[config.mk]
export PLATFORM = sky130hd
export DESIGN_NAME = rv_mini_core
export DESIGN_NICKNAME = d
export VERILOG_FILES = /design/src/riscv_pkg.sv /design/src/core_pkg.sv /design/src/id_stage.sv /design/src/issue_stage.sv /design/src/ex_stage.sv /design/src/csr_regfile.sv /design/src/commit_stage.sv /design/src/rv_mini_core.sv
export SDC_FILE = /design/constraint.sdc
export NUM_CORES = 2
export LEC_CHECK = 0
export BUFFER_PORTS_ARGS = -buffer_cell sky130_fd_sc_hd__clkbuf_2
export CAP_MARGIN = 40
export CELL_PAD_IN_SITES_DETAIL_PLACEMENT = 0
export CELL_PAD_IN_SITES_GLOBAL_PLACEMENT = 1
export CORE_MARGIN = 3
export CORE_UTILIZATION = 35
export CTS_CLUSTER_DIAMETER = 200
export CTS_CLUSTER_SIZE = 40
export DETAILED_ROUTE_END_ITERATION = 10
export PLACE_DENSITY = 0.66
export SLEW_MARGIN = 30
export SYNTH_ARGS = -nofsm -noshare
export SYNTH_HDL_FRONTEND = slang
export SYNTH_SLANG_ARGS = --single-unit
[constraint.sdc]
create_clock -name clk_i -period 56.5 [get_ports clk_i]
set_input_delay 16.95 -clock clk_i [delete_from_list [all_inputs] [get_ports clk_i]]
set_output_delay 16.95 -clock clk_i [all_outputs]
set_load 0.01 [all_outputs]
[src/riscv_pkg.sv]
`default_nettype none

package riscv_pkg;

  localparam int unsigned RegAddrWidth = 5;

  // major opcodes in instr[6:0]
  typedef enum logic [6:0] {
    OPCODE_OP_IMM = 7'b0010011,
    OPCODE_OP     = 7'b0110011,
    OPCODE_LUI    = 7'b0110111,
    OPCODE_SYSTEM = 7'b1110011
  } opcode_e;

  // funct3 for OP and OP_IMM
  localparam logic [2:0] F3_ADD_SUB = 3'b000;
  localparam logic [2:0] F3_SLL     = 3'b001;
  localparam logic [2:0] F3_XOR     = 3'b100;
  localparam logic [2:0] F3_SRL     = 3'b101;
  localparam logic [2:0] F3_OR      = 3'b110;
  localparam logic [2:0] F3_AND     = 3'b111;
  // funct3 for SYSTEM
  localparam logic [2:0] F3_CSRRW   = 3'b001;
  localparam logic [2:0] F3_CSRRS   = 3'b010;

  // funct7 of the register-register ops
  localparam logic [6:0] F7_BASE    = 7'b0000000;
  localparam logic [6:0] F7_SUB     = 7'b0100000;

  typedef enum logic [11:0] {
    CSR_MSCRATCH = 12'h340,
    CSR_MINSTRET = 12'hB02
  } csr_addr_e;

  localparam logic [3:0] CauseIllegalInstr = 4'd2;

endpackage

`default_nettype wire

[src/core_pkg.sv]
`default_nettype none

package core_pkg;

  // operation carried from decode to the ALU
  typedef enum logic [3:0] {
    OP_ADD,
    OP_SUB,
    OP_AND,
    OP_OR,
    OP_XOR,
    OP_SLL,
    OP_SRL,
    OP_LUI,
    OP_CSRRW,
    OP_CSRRS
  } fu_op_e;

  // source of operand b
  typedef enum logic {
    OPB_REG,
    OPB_IMM
  } opb_sel_e;

endpackage

`default_nettype wire

[src/id_stage.sv]
`timescale 1ns/100ps
`default_nettype none

module id_stage import riscv_pkg::*; import core_pkg::*; #(
  parameter int unsigned Xlen = 32
) (
  input  logic                    clk_i,
  input  logic                    rst_ni,
  input  logic                    fetch_valid_i,
  input  logic [31:0]             fetch_instr_i,
  input  logic [Xlen-1:0]         fetch_pc_i,
  output logic                    fetch_ready_o,
  input  logic                    stall_i,
  output logic                    valid_o,
  output logic [Xlen-1:0]         pc_o,
  output fu_op_e                  op_o,
  output opb_sel_e                opb_sel_o,
  output logic [RegAddrWidth-1:0] rs1_o,
  output logic [RegAddrWidth-1:0] rs2_o,
  output logic [RegAddrWidth-1:0] rd_o,
  output logic [Xlen-1:0]         imm_o,
  output logic [11:0]             csr_addr_o,
  output logic                    we_o,
  output logic                    illegal_o
);

  logic [2:0]              funct3;
  logic [6:0]              funct7;
  logic [11:0]             csr_addr;
  logic [RegAddrWidth-1:0] rd;
  fu_op_e                  op_d;
  opb_sel_e                opb_sel_d;
  logic [Xlen-1:0]         imm_d;
  logic                    illegal_d;

  assign funct3   = fetch_instr_i[14:12];
  assign funct7   = fetch_instr_i[31:25];
  assign csr_addr = fetch_instr_i[31:20];
  assign rd       = fetch_instr_i[11:7];

  // the whole pipeline moves together, so decode is ready unless stalled
  assign fetch_ready_o = ~stall_i;

  // ----------------------------------------------------------------------
  // decoder
  // ----------------------------------------------------------------------
  always_comb begin
    op_d      = OP_ADD;
    opb_sel_d = OPB_REG;
    imm_d     = Xlen'($signed(fetch_instr_i[31:20]));
    illegal_d = 1'b0;
    case (fetch_instr_i[6:0])
      OPCODE_LUI: begin
        op_d      = OP_LUI;
        opb_sel_d = OPB_IMM;
        imm_d     = Xlen'($signed({fetch_instr_i[31:12], 12'b0}));
      end
      OPCODE_OP_IMM: begin
        opb_sel_d = OPB_IMM;
        case (funct3)
          F3_ADD_SUB: op_d = OP_ADD;
          F3_AND:     op_d = OP_AND;
          F3_OR:      op_d = OP_OR;
          F3_XOR:     op_d = OP_XOR;
          default:    illegal_d = 1'b1;
        endcase
      end
      OPCODE_OP: begin
        case (funct3)
          F3_ADD_SUB: op_d = (funct7 == F7_SUB) ? OP_SUB : OP_ADD;
          F3_AND:     op_d = OP_AND;
          F3_OR:      op_d = OP_OR;
          F3_XOR:     op_d = OP_XOR;
          F3_SLL:     op_d = OP_SLL;
          F3_SRL:     op_d = OP_SRL;
          default:    illegal_d = 1'b1;
        endcase
        // only sub uses a non-zero funct7 here, sra and mul* are not supported
        if (funct7 != F7_BASE && !(funct7 == F7_SUB && funct3 == F3_ADD_SUB)) begin
          illegal_d = 1'b1;
        end
      end
      OPCODE_SYSTEM: begin
        case (funct3)
          F3_CSRRW: op_d = OP_CSRRW;
          F3_CSRRS: op_d = OP_CSRRS;
          default:  illegal_d = 1'b1;
        endcase
        if (csr_addr != CSR_MSCRATCH && csr_addr != CSR_MINSTRET) begin
          illegal_d = 1'b1;
        end
      end
      default: illegal_d = 1'b1;
    endcase
  end

  always_ff @(posedge clk_i or negedge rst_ni) begin
    if (!rst_ni) begin
      valid_o <= 1'b0;
    end else if (!stall_i) begin
      valid_o <= fetch_valid_i;
    end
  end

  always_ff @(posedge clk_i) begin
    if (!stall_i) begin
      pc_o       <= fetch_pc_i;
      op_o       <= op_d;
      opb_sel_o  <= opb_sel_d;
      rs1_o      <= fetch_instr_i[19:15];
      rs2_o      <= fetch_instr_i[24:20];
      rd_o       <= rd;
      imm_o      <= imm_d;
      csr_addr_o <= csr_addr;
      // x0 is never written
      we_o       <= ~illegal_d & (rd != '0);
      illegal_o  <= illegal_d;
    end
  end

endmodule

`default_nettype wire

[src/issue_stage.sv]
`timescale 1ns/100ps
`default_nettype none

module issue_stage import riscv_pkg::*; import core_pkg::*; #(
  parameter int unsigned Xlen = 32
) (
  input  logic                    clk_i,
  input  logic                    rst_ni,
  input  logic                    stall_i,
  input  logic                    valid_i,
  input  logic [Xlen-1:0]         pc_i,
  input  fu_op_e                  op_i,
  input  opb_sel_e                opb_sel_i,
  input  logic [RegAddrWidth-1:0] rs1_i,
  input  logic [RegAddrWidth-1:0] rs2_i,
  input  logic [RegAddrWidth-1:0] rd_i,
  input  logic [Xlen-1:0]         imm_i,
  input  logic [11:0]             csr_addr_i,
  input  logic                    we_i,
  input  logic                    illegal_i,
  // write port, driven from ex
  input  logic                    wb_we_i,
  input  logic [RegAddrWidth-1:0] wb_rd_i,
  input  logic [Xlen-1:0]         wb_data_i,
  output logic                    valid_o,
  output logic [Xlen-1:0]         pc_o,
  output fu_op_e                  op_o,
  output logic [Xlen-1:0]         opa_o,
  output logic [Xlen-1:0]         opb_o,
  output logic [RegAddrWidth-1:0] rd_o,
  output logic [11:0]             csr_addr_o,
  output logic                    we_o,
  output logic                    illegal_o
);

  logic [Xlen-1:0] rf_q [32];
  logic [Xlen-1:0] rs1_val;
  logic [Xlen-1:0] rs2_val;

  always_ff @(posedge clk_i) begin
    if (wb_we_i && wb_rd_i != '0) begin
      rf_q[wb_rd_i] <= wb_data_i;
    end
  end

  // x0 reads zero, then the result leaving ex beats the array
  assign rs1_val = (rs1_i == '0) ? '0 :
                   (wb_we_i && wb_rd_i == rs1_i) ? wb_data_i : rf_q[rs1_i];
  assign rs2_val = (rs2_i == '0) ? '0 :
                   (wb_we_i && wb_rd_i == rs2_i) ? wb_data_i : rf_q[rs2_i];

  always_ff @(posedge clk_i or negedge rst_ni) begin
    if (!rst_ni) begin
      valid_o <= 1'b0;
    end else if (!stall_i) begin
      valid_o <= valid_i;
    end
  end

  always_ff @(posedge clk_i) begin
    if (!stall_i) begin
      pc_o       <= pc_i;
      op_o       <= op_i;
      opa_o      <= rs1_val;
      opb_o      <= (opb_sel_i == OPB_IMM) ? imm_i : rs2_val;
      rd_o       <= rd_i;
      csr_addr_o <= csr_addr_i;
      we_o       <= we_i;
      illegal_o  <= illegal_i;
    end
  end

endmodule

`default_nettype wire

[src/ex_stage.sv]
`timescale 1ns/100ps
`default_nettype none

module ex_stage import riscv_pkg::*; import core_pkg::*; #(
  parameter int unsigned Xlen = 32
) (
  input  logic                    stall_i,
  input  logic                    valid_i,
  input  logic [Xlen-1:0]         pc_i,
  input  fu_op_e                  op_i,
  input  logic [Xlen-1:0]         opa_i,
  input  logic [Xlen-1:0]         opb_i,
  input  logic [RegAddrWidth-1:0] rd_i,
  input  logic [11:0]             csr_addr_i,
  input  logic                    we_i,
  input  logic                    illegal_i,
  input  logic [Xlen-1:0]         csr_rdata_i,
  output logic                    csr_we_o,
  output logic [11:0]             csr_addr_o,
  output logic [Xlen-1:0]         csr_wdata_o,
  output logic                    retire_o,
  output logic                    wb_we_o,
  output logic [RegAddrWidth-1:0] wb_rd_o,
  output logic [Xlen-1:0]         wb_data_o,
  output logic                    valid_o,
  output logic [Xlen-1:0]         pc_o,
  output logic                    illegal_o
);

  localparam int unsigned ShamtWidth = $clog2(Xlen);

  logic advance;
  logic is_csr;

  // instruction moves into the commit register on this edge
  assign advance = valid_i & ~stall_i;
  assign is_csr  = (op_i == OP_CSRRW) || (op_i == OP_CSRRS);

  always_comb begin
    case (op_i)
      OP_ADD:   wb_data_o = opa_i + opb_i;
      OP_SUB:   wb_data_o = opa_i - opb_i;
      OP_AND:   wb_data_o = opa_i & opb_i;
      OP_OR:    wb_data_o = opa_i | opb_i;
      OP_XOR:   wb_data_o = opa_i ^ opb_i;
      OP_SLL:   wb_data_o = opa_i << opb_i[ShamtWidth-1:0];
      OP_SRL:   wb_data_o = opa_i >> opb_i[ShamtWidth-1:0];
      OP_LUI:   wb_data_o = opb_i;
      // csr ops return the old value
      OP_CSRRW: wb_data_o = csr_rdata_i;
      OP_CSRRS: wb_data_o = csr_rdata_i;
      default:  wb_data_o = '0;
    endcase
  end

  assign csr_addr_o  = csr_addr_i;
  assign csr_wdata_o = (op_i == OP_CSRRS) ? (csr_rdata_i | opa_i) : opa_i;
  assign csr_we_o    = advance & is_csr & ~illegal_i;
  assign retire_o    = advance & ~illegal_i;

  assign wb_we_o = advance & we_i;
  assign wb_rd_o = rd_i;

  assign valid_o   = valid_i;
  assign pc_o      = pc_i;
  assign illegal_o = illegal_i;

endmodule

`default_nettype wire

[src/csr_regfile.sv]
`timescale 1ns/100ps
`default_nettype none

module csr_regfile import riscv_pkg::*; #(
  parameter int unsigned Xlen = 32
) (
  input  logic            clk_i,
  input  logic            rst_ni,
  input  logic [11:0]     csr_addr_i,
  input  logic            csr_we_i,
  input  logic [Xlen-1:0] csr_wdata_i,
  input  logic            retire_i,
  output logic [Xlen-1:0] csr_rdata_o
);

  logic [Xlen-1:0] mscratch_q;
  logic [Xlen-1:0] minstret_q;

  always_comb begin
    case (csr_addr_i)
      CSR_MSCRATCH: csr_rdata_o = mscratch_q;
      CSR_MINSTRET: csr_rdata_o = minstret_q;
      default:      csr_rdata_o = '0;
    endcase
  end

  // minstret only counts, writes to it are dropped
  always_ff @(posedge clk_i or negedge rst_ni) begin
    if (!rst_ni) begin
      mscratch_q <= '0;
      minstret_q <= '0;
    end else begin
      if (csr_we_i && csr_addr_i == CSR_MSCRATCH) begin
        mscratch_q <= csr_wdata_i;
      end
      if (retire_i) begin
        minstret_q <= minstret_q + 1'b1;
      end
    end
  end

endmodule

`default_nettype wire

[src/commit_stage.sv]
`timescale 1ns/100ps
`default_nettype none

module commit_stage import riscv_pkg::*; #(
  parameter int unsigned Xlen = 32
) (
  input  logic                    clk_i,
  input  logic                    rst_ni,
  input  logic                    valid_i,
  input  logic [Xlen-1:0]         pc_i,
  input  logic [RegAddrWidth-1:0] rd_i,
  input  logic [Xlen-1:0]         wdata_i,
  input  logic                    we_i,
  input  logic                    illegal_i,
  input  logic                    commit_ready_i,
  output logic                    stall_o,
  output logic                    commit_valid_o,
  output logic [Xlen-1:0]         commit_pc_o,
  output logic [RegAddrWidth-1:0] commit_rd_o,
  output logic [Xlen-1:0]         commit_wdata_o,
  output logic                    commit_we_o,
  output logic                    commit_exception_o,
  output logic [3:0]              commit_cause_o
);

  // trace consumer holding off freezes the whole pipeline
  assign stall_o = commit_valid_o & ~commit_ready_i;

  assign commit_cause_o = commit_exception_o ? CauseIllegalInstr : 4'd0;

  always_ff @(posedge clk_i or negedge rst_ni) begin
    if (!rst_ni) begin
      commit_valid_o <= 1'b0;
    end else if (!stall_o) begin
      commit_valid_o <= valid_i;
    end
  end

  always_ff @(posedge clk_i) begin
    if (!stall_o) begin
      commit_pc_o        <= pc_i;
      commit_rd_o        <= rd_i;
      commit_wdata_o     <= wdata_i;
      commit_we_o        <= we_i;
      commit_exception_o <= illegal_i;
    end
  end

endmodule

`default_nettype wire

[src/rv_mini_core.sv]
`timescale 1ns/100ps
`default_nettype none

module rv_mini_core import riscv_pkg::*; import core_pkg::*; #(
  parameter int unsigned Xlen = 32
) (
  input  logic                    clk_i,
  input  logic                    rst_ni,
  // fetch port
  input  logic                    fetch_valid_i,
  input  logic [31:0]             fetch_instr_i,
  input  logic [Xlen-1:0]         fetch_pc_i,
  output logic                    fetch_ready_o,
  // commit trace port
  input  logic                    commit_ready_i,
  output logic                    commit_valid_o,
  output logic [Xlen-1:0]         commit_pc_o,
  output logic [RegAddrWidth-1:0] commit_rd_o,
  output logic [Xlen-1:0]         commit_wdata_o,
  output logic                    commit_we_o,
  output logic                    commit_exception_o,
  output logic [3:0]              commit_cause_o
);

  // ----------------------------------------------------------------------
  // stage to stage wires
  // ----------------------------------------------------------------------
  logic                    stall;

  // id -> issue
  logic                    valid_id, we_id, illegal_id;
  logic [Xlen-1:0]         pc_id, imm_id;
  fu_op_e                  op_id;
  opb_sel_e                opb_sel_id;
  logic [RegAddrWidth-1:0] rs1_id, rs2_id, rd_id;
  logic [11:0]             csr_addr_id;

  // issue -> ex
  logic                    valid_is, we_is, illegal_is;
  logic [Xlen-1:0]         pc_is, opa_is, opb_is;
  fu_op_e                  op_is;
  logic [RegAddrWidth-1:0] rd_is;
  logic [11:0]             csr_addr_is;

  // ex -> register file, csr file and commit
  logic                    valid_ex, illegal_ex, wb_we_ex, csr_we_ex, retire_ex;
  logic [Xlen-1:0]         pc_ex, wb_data_ex, csr_wdata_ex, csr_rdata;
  logic [RegAddrWidth-1:0] wb_rd_ex;
  logic [11:0]             csr_addr_ex;

  id_stage #(
    .Xlen ( Xlen )
  ) i_id_stage (
    .clk_i,
    .rst_ni,
    .fetch_valid_i,
    .fetch_instr_i,
    .fetch_pc_i,
    .fetch_ready_o,
    .stall_i    ( stall       ),
    .valid_o    ( valid_id    ),
    .pc_o       ( pc_id       ),
    .op_o       ( op_id       ),
    .opb_sel_o  ( opb_sel_id  ),
    .rs1_o      ( rs1_id      ),
    .rs2_o      ( rs2_id      ),
    .rd_o       ( rd_id       ),
    .imm_o      ( imm_id      ),
    .csr_addr_o ( csr_addr_id ),
    .we_o       ( we_id       ),
    .illegal_o  ( illegal_id  )
  );

  issue_stage #(
    .Xlen ( Xlen )
  ) i_issue_stage (
    .clk_i,
    .rst_ni,
    .stall_i    ( stall       ),
    .valid_i    ( valid_id    ),
    .pc_i       ( pc_id       ),
    .op_i       ( op_id       ),
    .opb_sel_i  ( opb_sel_id  ),
    .rs1_i      ( rs1_id      ),
    .rs2_i      ( rs2_id      ),
    .rd_i       ( rd_id       ),
    .imm_i      ( imm_id      ),
    .csr_addr_i ( csr_addr_id ),
    .we_i       ( we_id       ),
    .illegal_i  ( illegal_id  ),
    .wb_we_i    ( wb_we_ex    ),
    .wb_rd_i    ( wb_rd_ex    ),
    .wb_data_i  ( wb_data_ex  ),
    .valid_o    ( valid_is    ),
    .pc_o       ( pc_is       ),
    .op_o       ( op_is       ),
    .opa_o      ( opa_is      ),
    .opb_o      ( opb_is      ),
    .rd_o       ( rd_is       ),
    .csr_addr_o ( csr_addr_is ),
    .we_o       ( we_is       ),
    .illegal_o  ( illegal_is  )
  );

  ex_stage #(
    .Xlen ( Xlen )
  ) i_ex_stage (
    .stall_i     ( stall        ),
    .valid_i     ( valid_is     ),
    .pc_i        ( pc_is        ),
    .op_i        ( op_is        ),
    .opa_i       ( opa_is       ),
    .opb_i       ( opb_is       ),
    .rd_i        ( rd_is        ),
    .csr_addr_i  ( csr_addr_is  ),
    .we_i        ( we_is        ),
    .illegal_i   ( illegal_is   ),
    .csr_rdata_i ( csr_rdata    ),
    .csr_we_o    ( csr_we_ex    ),
    .csr_addr_o  ( csr_addr_ex  ),
    .csr_wdata_o ( csr_wdata_ex ),
    .retire_o    ( retire_ex    ),
    .wb_we_o     ( wb_we_ex     ),
    .wb_rd_o     ( wb_rd_ex     ),
    .wb_data_o   ( wb_data_ex   ),
    .valid_o     ( valid_ex     ),
    .pc_o        ( pc_ex        ),
    .illegal_o   ( illegal_ex   )
  );

  csr_regfile #(
    .Xlen ( Xlen )
  ) i_csr_regfile (
    .clk_i,
    .rst_ni,
    .csr_addr_i  ( csr_addr_ex  ),
    .csr_we_i    ( csr_we_ex    ),
    .csr_wdata_i ( csr_wdata_ex ),
    .retire_i    ( retire_ex    ),
    .csr_rdata_o ( csr_rdata    )
  );

  commit_stage #(
    .Xlen ( Xlen )
  ) i_commit_stage (
    .clk_i,
    .rst_ni,
    .valid_i     ( valid_ex     ),
    .pc_i        ( pc_ex        ),
    .rd_i        ( wb_rd_ex     ),
    .wdata_i     ( wb_data_ex   ),
    .we_i        ( wb_we_ex     ),
    .illegal_i   ( illegal_ex   ),
    .commit_ready_i,
    .stall_o     ( stall        ),
    .commit_valid_o,
    .commit_pc_o,
    .commit_rd_o,
    .commit_wdata_o,
    .commit_we_o,
    .commit_exception_o,
    .commit_cause_o
  );

endmodule

`default_nettype wire

Yosys cells after proc, flatten, opt, wreduce, memory -nomap -nowiden. Memories as Yosys holds them, arrays and structs flattened. A register that Yosys moved wholly into a read port is not among the register bits. Cells that the tools add are included.

Output and inout bits: 77. Bits in registers: 323. Memories: 1. Input port bits: 68. Logic and storage cells: 118. Memory bits (writable): 1024.

Memories: i_issue_stage.rf_q (words 32, width 32, read ports 2, clocked after memory_dff 2, wr ports 1, RTL line issue_stage.sv:36) `logic [Xlen-1:0] rf_q [32];`.

Bitwise operators: 15. $add $sub $neg: 3. Equal/unequal tests: 25. Reductions and logical operators: 21. Mux-type cells: 23. Shift operators: 2.

Operator list (number): one-hot mux 32 bit (9 select lines) (1); two-way mux 32 bit (4); bitwise OR 32 bit (2); one-hot mux 32 bit (2 select lines) (1); adder 32 x 1 -> 32 bit (second input constant) (1); adder 32 bit (1); AND 32 bit (1); left shift 32 x 5 -> 32 bit (1); right shift 32 x 5 -> 32 bit (1); subtractor 32 bit (1); XOR 32 bit (1); two-way mux 31 bit (1); one-hot mux 4 bit (6 select lines) (1); equality test 7 x 6 -> 1 bit (second input constant) (3); equality test 4 x 3 -> 1 bit (second input constant) (4); one-hot mux 4 bit (4 select lines) (1); equality test 12 x 10 -> 1 bit (second input constant) (1); equality test 12 bit (second input constant) (1); equality test 3 bit (second input constant) (4); inequality test 12 x 10 -> 1 bit (second input constant) (1); inequality test 12 bit (second input constant) (1); logical NOT 5 bit (2); nonzero test 5 bit (2); two-way mux 1 bit (9); other kinds (24) (43).

Depth between registers and ports, before layout.
Word-level depth: 9. Gate-level depth with buffers: 24. Gate-level depth less buffers: 17.

Cells and area by module. From an unflattened synthesis, not the netlist that was laid out.

Cell total of the unflattened synthesis: 4433. Area, all modules: 68912.3 um2.

Modules (own cells, without submodules): issue_stage (sequential area each 34347.9 um2, area an instance 51189.1 um2, cells an instance 2586, times used 1); ex_stage (sequential area each 0.0 um2, area an instance 8864.8 um2, cells an instance 1299, times used 1); id_stage (sequential area each 2787.7 um2, area an instance 3414.5 um2, cells an instance 191, times used 1); csr_regfile (sequential area each 1601.5 um2, area an instance 3226.8 um2, cells an instance 277, times used 1); commit_stage (sequential area each 2157.1 um2, area an instance 2217.1 um2, cells an instance 80, times used 1).

Worst setup path after synthesis. No wires, ideal clock.

Path kind: input -> output. Start point: input port commit_ready_i. End point: output port fetch_ready_o. Stages: 2. Arrival time: 25.006 ns. Slack: 14.544 ns. Required time: 39.550 ns. Buffers on the path: 1. Path through: nand2b_1 -> clkbuf_1.

Word-level cells in the longest chain between the ends: 3.

RTL lines: from (decl) (RTL line rv_mini_core.sv:15) `input logic commit_ready_i,`; inverter 1 bit (RTL line commit_stage.sv:27) `assign stall_o = commit_valid_o & ~commit_ready_i;`; AND 1 bit (RTL line commit_stage.sv:27); inverter 1 bit (RTL line id_stage.sv:42) `assign fetch_ready_o = ~stall_i;`; to (decl) (RTL line rv_mini_core.sv:13) `output logic fetch_ready_o,`.

Every way passes these cells.

Final worst setup path. Same ends and word-level chain as after synthesis.

==> metrics.md <==
| Metric | Value |
|---|---|
| Status | `complete, no violations` |
| Area Overhead vs Synth | `8.839%` |
| Power, Total | `3.296 mW` |
| Sequential area share after synthesis | `59.48%` |
| Count of buffers from port buffering | `141` |
| Fin util | `38.39%` |
| Share of post-route cells with drive strength above 1 | `29.00%` |
| TritonCTS clock tree | `built` |
| First DRT Iteration DRCs | `4934` |
| Die Height | `449.8 um` |
| Reg area | `0.04101 mm2` |
| Critical Path Fanout Max | `3` |
| GR Util All Layers | `21.35%` |
| Top-area cell type share of the netlist area | `56.90%` |
| Ranking of synthesized cells by area | `edfxtp_1 (57%), mux4_2 (23%), dfrtp_1 (2.4%), ha_1 (1.8%), mux2i_1 (1.4%)` |
| Slew @ Worst Pin | `1044 ps` |
| Ports | `145` |
| Routed len/inst | `32.54 um` |
| Total number of vias | `40.79k` |
| TritonCTS Sinks | `1378` |
| Final hold viol count | `0` |
| Leakage power | `24.58 nW` |
| Largest net degree at the start of global routing | `108` |
| Core region area | `0.1954 mm2` |
| Initial antenna violation count | `5` |
| Clock transition at path regs | `140 ps` |
| Crit. End Element | `output port` |
| Post-synth top area cell | `edfxtp_1` |
| Adder-Cell Fraction of Synth Area | `1.808%` |
| Worst path required time | `39550 ps` |
| CTS root buf | `clkbuf_16` |
| Post-CTS Setup Bufs | `0` |
| RSZ-0062 raised after global routing | `no` |
| Synthesized flop and latch total | `1378` |
| Detail Route Antenna Nets | `0` |
| Syn Area/Cell | `17.13 um2` |
| Initial Utilization | `35.27%` |
| CTS Buf Count | `40` |
| Worst-Skew Late Latency | `730 ps` |
| Die ar. | `0.2023 mm2` |
| CP Launch Type | `input port` |
| Setup TNS Final | `0 ps` |
| Fin cells | `6753` |
| H-tree Lvls | `2` |
| Compound-Gate Fraction of Synth Area | `5.622%` |
| Worst path top cell family by delay | `simple AND/OR/NAND/NOR gates` |
| Peak VDD IR | `0.00002429 V` |
| Footprint of the multi-input gates | `0.02663 mm2` |
| Commonest cells post-synth | `edfxtp_1 (1306), mux4_2 (712), nand2_1 (225), nor2_1 (195), clkbuf_1 (185)` |
| Max-Cap Viols | `0` |
| Routability cong. | `0.9594` |
| Worst min-delay path class | `reg -> reg` |
| DP Cell Count | `6682` |
| Cells after Synth | `4024` |
| Net count, final | `4281` |
| Cell Pwr Density | `43.94 mW/mm2` |
| Ys flop type | `edfxtp_1` |
| Clk_skew | `41.90 ps` |
| CTS Buffer Depth | `3` |
| Crit-path slowest cell | `nand2b_4` |
| Row count | `162` |
| Die width | `449.8 um` |
| Remaining DRCs | `0` |
| Final Max Slew Viols | `0` |
| Vias in the first global route | `40.70k` |
| Hold buffer count at cts | `0` |
| Cell Area, Synth | `0.06892 mm2` |
| Final period util | `61.09%` |
| Main combinational cell family by area after synthesis | `multiplexers` |
| Slowest stage delay, CP | `320 ps` |
| Most numerous cell on the critical path | `clkbuf_2` |
| Post-Synth Simple-Gate Area | `4.377%` |
| CP bufs+invs | `2` |
| Cts repair resizes | `0` |
| CP cell instances | `clkbuf_2 > nand2b_4 > clkbuf_2` |
| First-pass GRT wire length | `312500 um` |
| Critical path class | `in -> out` |
| WP data arrival | `17570 ps` |
| Post-Synth XOR/XNOR Area | `1.129%` |
| Min Hold Slack | `422.9 ps` |
| Setup-failing EPs final | `0` |
| Post-synth EDFFs | `1306` |
| Max-slew headroom | `30.39%` |
| Final Critical Period | `34520 ps` |
| Vias per cell | `6.040` |
| Post-DP HPWL | `139300 um` |
| GR Overflow Total | `0` |
| Most common cell in the synthesized netlist | `edfxtp_1` |
| Fillers | `17.92k` |
| Share of flip-flops with an asynchronous set or reset | `4.862%` |
| YS warnings | `0` |
| Routed wire length | `219700 um` |
| Unique masters post-synth | `103` |
| Post-synthesis mux area share | `25.00%` |
| TritonRoute pass-1 iters | `6` |
| Fmax | `28.97 MHz` |
==> path summary, 6_finish.rpt <==
check | slack, ps | depth (start not counted) | start | to
worst max-delay path | 21980 | 3 | commit_ready_i | fetch_ready_o
worst min-delay path | 420 | 0 | i_issue_stage.pc_o[23]$_DFFE_PN_ | i_commit_stage.commit_pc_o[23]$_DFFE_PN_
worst max register to register | 49150 | 19 | i_issue_stage.opb_o[0]$_DFFE_PN_ | i_issue_stage.rf_q[26][23]$_DFFE_PP_
worst min register to register | 420 | 0 | i_issue_stage.pc_o[23]$_DFFE_PN_ | i_commit_stage.commit_pc_o[23]$_DFFE_PN_
max in group asynchronous | 39760 | 3 | rst_ni | i_csr_regfile.minstret_q[28]$_DFFE_PN0P_
min in group asynchronous | 16180 | 2 | rst_ni | i_csr_regfile.minstret_q[3]$_DFFE_PN0P_
==> per-stage QoR <==
stage          cell area (um2)  worst slack, ps
3_3_place_gp             73150            21920
5_1_grt                  75010            21920
4_1_cts                  74780            21930
2_1_floorplan            69050            14540
6_report                 75010            21980
3_5_place_dp             73640            21930
==> cell usage in the layout (no fill, tap or decap), drive strengths merged, types with 35 or more instances in the layout <==
cell / instances
mux2i: 97
nand2: 226
o21ai: 118
dfrtp: 67
edfxtp: 1306
a22oi: 49
mux4: 712
inv: 107
nor2: 196
buf: 184
clkbuf: 192
nand3: 35
conb: 35
nor3: 41
a21oi: 111
ha: 98
xnor2: 73
==> metal layers <==
| metal | part of all wire (%) | vias up | global-route usage (%) |
|---|---|---|---|
| met5 | 0.013 | - | 0 |
| met4 | 2.9 | 4 | 5.817 |
| met3 | 7.5 | 274 | 2.975 |
| met2 | 48 | 1807 | 34.99 |
| met1 | 41 | 22020 | 29.87 |
| li1 | - | 16680 | - |
==> final cells by class <==
type | instances | area share (%)
Clock buffer | 51 | 1.418
Inverter | 108 | 0.5404
Clock inverter | 5 | 0.09674
Sequential cell | 1378 | 54.67
Timing Repair Buffer | 325 | 3.393
Multi-Input combinational cell | 2261 | 35.50
Antenna cell | 1 | 0.003336
Tap cell | 2624 | 4.377
==> power by group <==
group,switching [mW],internal [mW]
sequential,0.0701,1.43
combinational,0.887,0.474
clock,0.302,0.138
total,1.26,2.04
==> sequential cells by signal, summed over array words and instances (netlist names), 12 cells and up, named ones only <==
register                       cells
i_id_stage.pc_o                   32
i_issue_stage.rf_q              1024
i_issue_stage.csr_addr_o          12
i_issue_stage.opa_o               32
i_csr_regfile.mscratch_q          32
i_issue_stage.pc_o                32
i_id_stage.csr_addr_o             12
i_commit_stage.commit_pc_o        32
i_commit_stage.commit_wdata_o     32
i_csr_regfile.minstret_q          32
i_id_stage.imm_o                  31
i_issue_stage.opb_o               32
==> cells by family after synthesis <==
| logic type | count (synthesis) |
|---|---|
| DFF | 1378 |
| muxes | 829 |
| and+or+nand+nor | 640 |
| AOI/OAI and AO/OA | 570 |
| buffers and inverters | 419 |
| adders and majority gates | 99 |
| xor gates and xnor gates | 88 |
| other | 1 |
No activity file was read; power rests on OpenSTA's default activity.
